File: src/hw/serdes_pkg.sv
package serdes_pkg;

  // symbol and payload widths
  localparam int SYM_BITS = 10;
  localparam int DATA_W   = 8;
  localparam int PHASE_W  = $clog2(SYM_BITS);  // bit position inside a symbol

  // user-defined comma, bit 9 set so an aligned data symbol never matches
  localparam logic [SYM_BITS-1:0] COMMA_A = 10'h283;

  // one comma slot per frame, data words 1..255 in between
  localparam int FRAME_WORDS = 256;
  localparam int FRAME_W     = $clog2(FRAME_WORDS);

  // Last data word of every frame. The aligner only accepts a comma that
  // follows this symbol, since some data pairs form the comma pattern when
  // read across a symbol boundary.
  localparam logic [SYM_BITS-1:0] PRE_COMMA = SYM_BITS'(FRAME_WORDS - 1);

  // mismatch counter
  localparam int ERR_W = 16;

endpackage

File: src/hw/comma_aligner.sv
`timescale 1ns/1ps

module comma_aligner (
  input  logic                          tx_pclk,
  input  logic                          rst_n,
  input  logic                          serial_in,
  output logic                          locked,
  output logic                          rx_valid,
  output logic [serdes_pkg::DATA_W-1:0] rx_data,
  output logic                          rx_comma
);
  import serdes_pkg::*;

  logic [2*SYM_BITS-1:0] hist_q;     // current window plus the symbol before it
  logic [2*SYM_BITS-1:0] hist_d;
  logic [SYM_BITS-1:0]   window;
  logic [SYM_BITS-1:0]   prev_sym;
  logic [PHASE_W-1:0]    bit_phase;
  logic [FRAME_W-1:0]    sym_cnt;    // symbols since the last comma
  logic                  is_comma;
  logic                  sym_done;
  logic                  frame_slot;
  logic                  lock_hit;
  logic                  sym_ok;
  logic                  sym_bad;

  // newest bit enters at the top, oldest sits at bit 0
  assign hist_d   = {serial_in, hist_q[2*SYM_BITS-1:1]};
  assign window   = hist_d[2*SYM_BITS-1:SYM_BITS];
  assign prev_sym = hist_d[SYM_BITS-1:0];
  assign is_comma = (window == COMMA_A);

  assign sym_done   = (bit_phase == PHASE_W'(SYM_BITS - 1));
  assign frame_slot = (sym_cnt == FRAME_W'(FRAME_WORDS - 1));

  // search at every bit position while unlocked
  assign lock_hit = !locked && is_comma && (prev_sym == PRE_COMMA);
  // comma exactly at the frame slot and nowhere else
  assign sym_ok   = locked && sym_done && (is_comma == frame_slot);
  assign sym_bad  = locked && sym_done && (is_comma != frame_slot);

  always_ff @(posedge tx_pclk) begin
    if (!rst_n) begin
      hist_q    <= '0;
      locked    <= 1'b0;
      rx_valid  <= 1'b0;
      rx_comma  <= 1'b0;
      bit_phase <= '0;
      sym_cnt   <= '0;
    end else begin
      hist_q   <= hist_d;
      rx_valid <= lock_hit || sym_ok;
      rx_comma <= (lock_hit || sym_ok) && is_comma;

      if (lock_hit) begin
        locked    <= 1'b1;
        bit_phase <= '0;
        sym_cnt   <= '0;
      end else if (sym_bad) begin
        locked    <= 1'b0;  // no rx_valid for the offending symbol
        bit_phase <= '0;
      end else if (sym_ok) begin
        bit_phase <= '0;
        sym_cnt   <= frame_slot ? '0 : sym_cnt + 1'b1;
      end else if (locked) begin
        bit_phase <= bit_phase + 1'b1;
      end
    end
  end

  always_ff @(posedge tx_pclk) begin
    if (lock_hit || sym_ok) begin
      rx_data <= window[DATA_W-1:0];
    end
  end

endmodule

File: src/hw/link_checker.sv
`timescale 1ns/1ps

module link_checker (
  input  logic                          tx_pclk,
  input  logic                          rst_n,
  input  logic                          locked,
  input  logic                          rx_valid,
  input  logic [serdes_pkg::DATA_W-1:0] rx_data,
  input  logic                          rx_comma,
  output logic [serdes_pkg::ERR_W-1:0]  error_count
);
  import serdes_pkg::*;

  logic              synced;    // seen a comma since lock
  logic [DATA_W-1:0] expected;
  logic              data_stb;
  logic              mismatch;

  assign data_stb = rx_valid && !rx_comma && synced;
  assign mismatch = data_stb && (rx_data != expected);

  always_ff @(posedge tx_pclk) begin
    if (!rst_n) begin
      synced      <= 1'b0;
      error_count <= '0;
    end else begin
      if (!locked) begin
        synced <= 1'b0;
      end else if (rx_valid && rx_comma) begin
        synced <= 1'b1;
      end

      // saturate at all ones
      if (mismatch && (error_count != '1)) begin
        error_count <= error_count + 1'b1;
      end
    end
  end

  // prediction advances on every data word, good or bad
  always_ff @(posedge tx_pclk) begin
    if (rx_valid && rx_comma) begin
      expected <= DATA_W'(1);
    end else if (data_stb) begin
      expected <= expected + 1'b1;
    end
  end

endmodule

File: src/hw/serdes_link_top.sv
`timescale 1ns/1ps

module serdes_link_top (
  input  logic                          tx_pclk,
  input  logic                          rst_n,
  output logic                          serial_out,
  input  logic                          serial_in,
  output logic                          locked,
  output logic                          rx_valid,
  output logic [serdes_pkg::DATA_W-1:0] rx_data,
  output logic                          rx_comma,
  output logic [serdes_pkg::ERR_W-1:0]  error_count
);
  import serdes_pkg::*;

  logic              word_stb;
  logic [DATA_W-1:0] word_data;
  logic              word_comma;

  // transmit chain
  word_pattern_gen u_gen (
    .tx_pclk    (tx_pclk),
    .rst_n      (rst_n),
    .word_stb   (word_stb),
    .word_data  (word_data),
    .word_comma (word_comma)
  );

  symbol_serializer u_ser (
    .tx_pclk    (tx_pclk),
    .rst_n      (rst_n),
    .word_stb   (word_stb),
    .word_data  (word_data),
    .word_comma (word_comma),
    .serial_out (serial_out)
  );

  // receive chain, loopback is outside
  comma_aligner u_align (
    .tx_pclk   (tx_pclk),
    .rst_n     (rst_n),
    .serial_in (serial_in),
    .locked    (locked),
    .rx_valid  (rx_valid),
    .rx_data   (rx_data),
    .rx_comma  (rx_comma)
  );

  link_checker u_check (
    .tx_pclk     (tx_pclk),
    .rst_n       (rst_n),
    .locked      (locked),
    .rx_valid    (rx_valid),
    .rx_data     (rx_data),
    .rx_comma    (rx_comma),
    .error_count (error_count)
  );

endmodule

File: src/hw/symbol_serializer.sv
`timescale 1ns/1ps

module symbol_serializer (
  input  logic                          tx_pclk,
  input  logic                          rst_n,
  input  logic                          word_stb,
  input  logic [serdes_pkg::DATA_W-1:0] word_data,
  input  logic                          word_comma,
  output logic                          serial_out
);
  import serdes_pkg::*;

  logic [SYM_BITS-1:0] symbol;
  logic [SYM_BITS-1:0] shreg;

  // encoder bypassed, data symbols keep bits 9:8 clear
  assign symbol = word_comma ? COMMA_A : {{(SYM_BITS - DATA_W){1'b0}}, word_data};

  // load on the strobe, then shift right so bit 0 leaves first
  always_ff @(posedge tx_pclk) begin
    if (!rst_n) begin
      shreg <= '0;
    end else if (word_stb) begin
      shreg <= symbol;
    end else begin
      shreg <= {1'b0, shreg[SYM_BITS-1:1]};
    end
  end

  assign serial_out = shreg[0];

endmodule

File: src/hw/word_pattern_gen.sv
`timescale 1ns/1ps

module word_pattern_gen (
  input  logic                          tx_pclk,
  input  logic                          rst_n,
  output logic                          word_stb,
  output logic [serdes_pkg::DATA_W-1:0] word_data,
  output logic                          word_comma
);
  import serdes_pkg::*;

  logic [PHASE_W-1:0] phase;
  logic [FRAME_W-1:0] word_cnt;

  // phase runs 0..SYM_BITS-1, one word per lap
  always_ff @(posedge tx_pclk) begin
    if (!rst_n) begin
      phase    <= '0;
      word_cnt <= '0;
    end else begin
      if (phase == PHASE_W'(SYM_BITS - 1)) begin
        phase <= '0;
      end else begin
        phase <= phase + 1'b1;
      end
      if (word_stb) begin
        word_cnt <= word_cnt + 1'b1;  // wraps once per frame
      end
    end
  end

  assign word_stb   = (phase == '0);
  assign word_comma = (word_cnt == '0);      // frame slot
  assign word_data  = word_cnt[DATA_W-1:0];  // don't care on the comma word

endmodule

File: config.mk
export PLATFORM = sky130hd
export DESIGN_NAME = serdes_link_top
export DESIGN_NICKNAME = d
export VERILOG_FILES = /design/src/hw/serdes_pkg.sv /design/src/hw/comma_aligner.sv /design/src/hw/link_checker.sv /design/src/hw/serdes_link_top.sv /design/src/hw/symbol_serializer.sv /design/src/hw/word_pattern_gen.sv
export SDC_FILE = /design/constraint.sdc
export NUM_CORES = 1
export LEC_CHECK = 0
export ABC_AREA = 1
export BUFFER_PORTS_ARGS = -buffer_cell sky130_fd_sc_hd__buf_2
export CAP_MARGIN = 10
export CORE_MARGIN = 2
export CORE_UTILIZATION = 54
export DETAILED_ROUTE_END_ITERATION = 8
export PLACE_DENSITY = 0.73
export SETUP_SLACK_MARGIN = 0.02
export SYNTH_ARGS = -nofsm -noshare
export SYNTH_HDL_FRONTEND = slang
export SYNTH_HIERARCHICAL = 1
export SYNTH_SLANG_ARGS = --single-unit
File: constraint.sdc
create_clock -name tx_pclk -period 1.5 [get_ports tx_pclk]
set_input_delay 0.15 -clock tx_pclk [delete_from_list [all_inputs] [get_ports tx_pclk]]
set_output_delay 0.15 -clock tx_pclk [all_outputs]
set_load 0.01 [all_outputs]
==> results_dict.tcl <==
set metrics [dict create \
    power_density_nw_per_um2 849 \
    cts.path.max_buffers 2 \
    port-buffer-count 30 \
    vias 3980 \
    first_pass_grt_wire_length_um 14600 \
    drc 0 \
    post_drt_wl_per_cell_um 12.5 \
    timing.hold.ws_ps 254 \
    leakagePower_nw 2.51 \
    drt-vias-per-instance 5.14 \
    synth_cells 588 \
    finalWeightedCongestion 0.900 \
    period_minus_slack_ps 1500 \
    worst_r2r_path_depth 7 \
    layout-drive-gt1-share_pct 27.7 \
    clkTransAtPathRegs_ps 80 \
    fin_hold_viols 0 \
    unrepaired_setup_endpoints_after_global_routing "true" \
    hold_wc_path_type "input pin to flop" \
    global_route.usage.met1_pct 26.4 \
    max_freq_mhz 666 \
    die_height_um 93.7 \
    grt_most_used_layer "met2" \
    floorplan.rows 32 \
    crit_buf_inv 1 \
    max_stage_delay_ps 340 \
    layout-area-overhead-vs-synth_pct 24.9 \
    worstHoldPathCells 3 \
    detailedPlace.worstSlack_ps -23.6 \
    final_cell_mix "136 x nand2_1, 83 x inv_1, 65 x nor2_1, 62 x dfxtp_1, 41 x nand3_1" \
    yosys_warnings 6 \
    cp_common_cell "nand2_8" \
    post-route-worst-setup-slack_ps -1.04 \
    finalNetCount 680 \
    initial_utilization_pct 56.0 \
    layout.cells.most_common "nand2_1" \
    critical_path.max_fanout 5 \
    postSynthNetCount 601 \
    asyncSetResetFlopFracSynth_pct 0 \
    critical_path.top_delay_family "simple AND/OR/NAND/NOR gates" \
    holdPathEnd "u_check/error_count[11]$_SDFFE_PN0P_" \
    numCtsBuffers 9 \
    failed_checks "setup timing" \
    io_pins 31 \
    critPathKind "flop to flop" \
    drt_iter0_markers 191 \
    worst-r2r-setup-slack_ps -1 \
    cts.htree.levels 3 \
    mapped_area_um2 4350 \
    detail_route.first_pass.iterations 4 \
    setup.worst_path.start_class "flop" \
    routed_wl_um 9680 \
    antenna-diode-count 0 \
    fp.dieW_um 93.7 \
    tritoncts_num_sinks 89 \
    met3_demand_to_capacity_share_in_global_routing_pct 4.01 \
    max-slew-margin-rel_pct 67.7 \
    dominantRegCellSynth "dfxtp_1" \
    yosysSeqAreaShare_pct 42.8 \
    syn_area_per_cell_um2 7.40 \
    critPathArrivalTime_ps 1610 \
    reg2reg_to "u_align/rx_data[7]$_DFFE_PP_" \
    grt_start_max_net_pins 22 \
    floorplan.die_area_um2 8790 \
    cp-end-kind "flop" \
    core_region_area_um2 7770 \
    post_route_clock_skew_ps 9.54 \
    ffs_latches_synth 89 \
    hold_path_startpoint "rst_n" \
    dpl.cell_count 738 \
    slew_viol_final 0 \
    outcome "finished with violations" \
    gr-total-overflow 0 \
    regToRegStartpoint "u_align/hist_q[14]$_SDFF_PN0_" \
    crit_chain "nor2_2 -> nand3_2 -> buf_6 -> o21ai_4 -> nand2_8 -> nand2_8 -> nand2_8" \
    use_met2_pct 34.5 \
    distinct_cell_type_count_after_synthesis 35 \
    clockRootBuffer "clkbuf_8" \
    cap_viol_max_count 0 \
    final_antenna_net_count 0 \
    place_hpwl_um 6320 \
    period_share_pct 100 \
    clock_tree_from_tritoncts "built" \
    number_of_synthesized_flops_with_an_enable_pin 8 \
    cp_slowest_cell "dfxtp_2" \
    setup-violations-final 2 \
    final-instance-count-excl-fill 774 \
    worst-endpoint-required_ps 1610 \
    first_global_vias 3389 \
    globalRouteTotalUtil_pct 20.5 \
    clk_latency_ps 350 \
    tightest_slew_ps 484 \
    antenna_violations_before_repair 0 \
    largest_vdd_supply_drop_mv 0.587 \
]
## repair_timing
action,4_1_cts,5_1_grt
setup endpoints to repair,20,45
hold endpoints to repair,1,0
hold buffers,1,0
setup buffers,1,14
gates cloned,0,4
pin swaps,5,38
gates resized for setup,6,67
## synthesized netlist by cell type, drive strengths merged, types with 3 or more instances
master | number | area share (%)
nand2 | 161 | 16
xnor2 | 7 | 1.4
clkbuf | 4 | 0.35
a21oi | 29 | 3.3
buf | 7 | 1.2
nand3 | 46 | 5.8
edfxtp | 8 | 5.5
inv | 88 | 7.7
xor2 | 6 | 1.2
ha | 10 | 2.9
nor2 | 90 | 10
nand4 | 26 | 4.1
dfxtp | 81 | 37
nor3 | 3 | 0.35
o21ai | 14 | 1.7
## layout make-up
| type | count | area, um^2 |
|---|---|---|
| Fill cell | 654 | 2340 |
| Multi-Input combinational cell | 403 | 2320 |
| Sequential cell | 89 | 1890 |
| Timing Repair Buffer | 75 | 517 |
| Inverter | 89 | 347 |
| Clock buffer | 11 | 131 |
| Tap cell | 102 | 128 |
| Clock inverter | 5 | 104 |
## state kept, by name (all words and copies together), names as in the netlist
signal and count:
u_check/error_count 16, u_align/locked 1, u_align/rx_comma 1, u_align/rx_data 8
u_check/expected 8, u_align/rx_valid 1, u_check/synced 1, u_ser/shreg 10
u_align/bit_phase 4, u_align/hist_q 19, u_align/sym_cnt 8, u_gen/phase 4
u_gen/word_data 8
## per-stage QoR
| step | utilization (%) | cell area, um^2 | TNS [ps] | total power [mW] |
|---|---|---|---|---|
| after floorplan | - | 4350 | 0 | 2.68 |
| after global placement | 61.6 | 4780 | 0 | 2.73 |
| after detailed placement | 61.6 | 4780 | -145 | 2.73 |
| after CTS | 65.2 | 5060 | 0 | 4.65 |
| after global routing | 69.9 | 5430 | -657 | 4.78 |
| final | 69.9 | 5430 | -1.58 | 4.61 |
## tightest hold or removal path, delay by kind of cell
family | cells | cell delay (ps)
buffers and inverters | 1 | 260
and+or+nand+nor | 2 | 160
## power breakdown
part           internal (mW)  switching (mW)
Combinational         0.0826           0.156
Sequential              2.43          0.0279
Clock                   1.11           0.807
## kinds of logic (layout without fill, tap and decap cells)
logic type	count (synthesis)	after routing	synth area share (%)
XOR/XNOR	13	13	2.62
AO/OA/AOI/OAI	43	43	5.03
flip-flops	89	89	42.8
adder cells (fa/ha/maj)	10	10	2.88
buffers and inverters	100	180	9.35
AND/OR/NAND/NOR	333	337	37.3
## metal layers
layer / routed length, um / vias to the layer above / part of all wire (%)
li1: - / 2017 / -
met1: 4250 / 1864 / 44
met2: 4940 / 88 / 51
met3: 402 / 11 / 4.2
met4: 81 / 0 / 0.84
met5: 0 / - / 0
## how the worst max path moves through the flow
stage	startpoint	end	cells past startpoint
4_1_cts	u_check/error_count[0]$_SDFFE_PN0P_	u_check/error_count[1]$_SDFFE_PN0P_	7
5_1_grt	u_align/hist_q[14]$_SDFF_PN0_	u_align/rx_data[7]$_DFFE_PP_	7
6_report	u_align/hist_q[14]$_SDFF_PN0_	u_align/rx_data[7]$_DFFE_PP_	7
3_5_place_dp	u_align/hist_q[17]$_SDFF_PN0_	u_align/sym_cnt[4]$_SDFFE_PP0P_	6
3_3_place_gp	u_align/hist_q[14]$_SDFF_PN0_	u_align/rx_data[1]$_DFFE_PP_	5
2_1_floorplan	u_check/error_count[0]$_SDFFE_PN0P_	u_check/error_count[15]$_SDFFE_PN0P_	9
No activity file was read; power rests on OpenSTA's default activity.
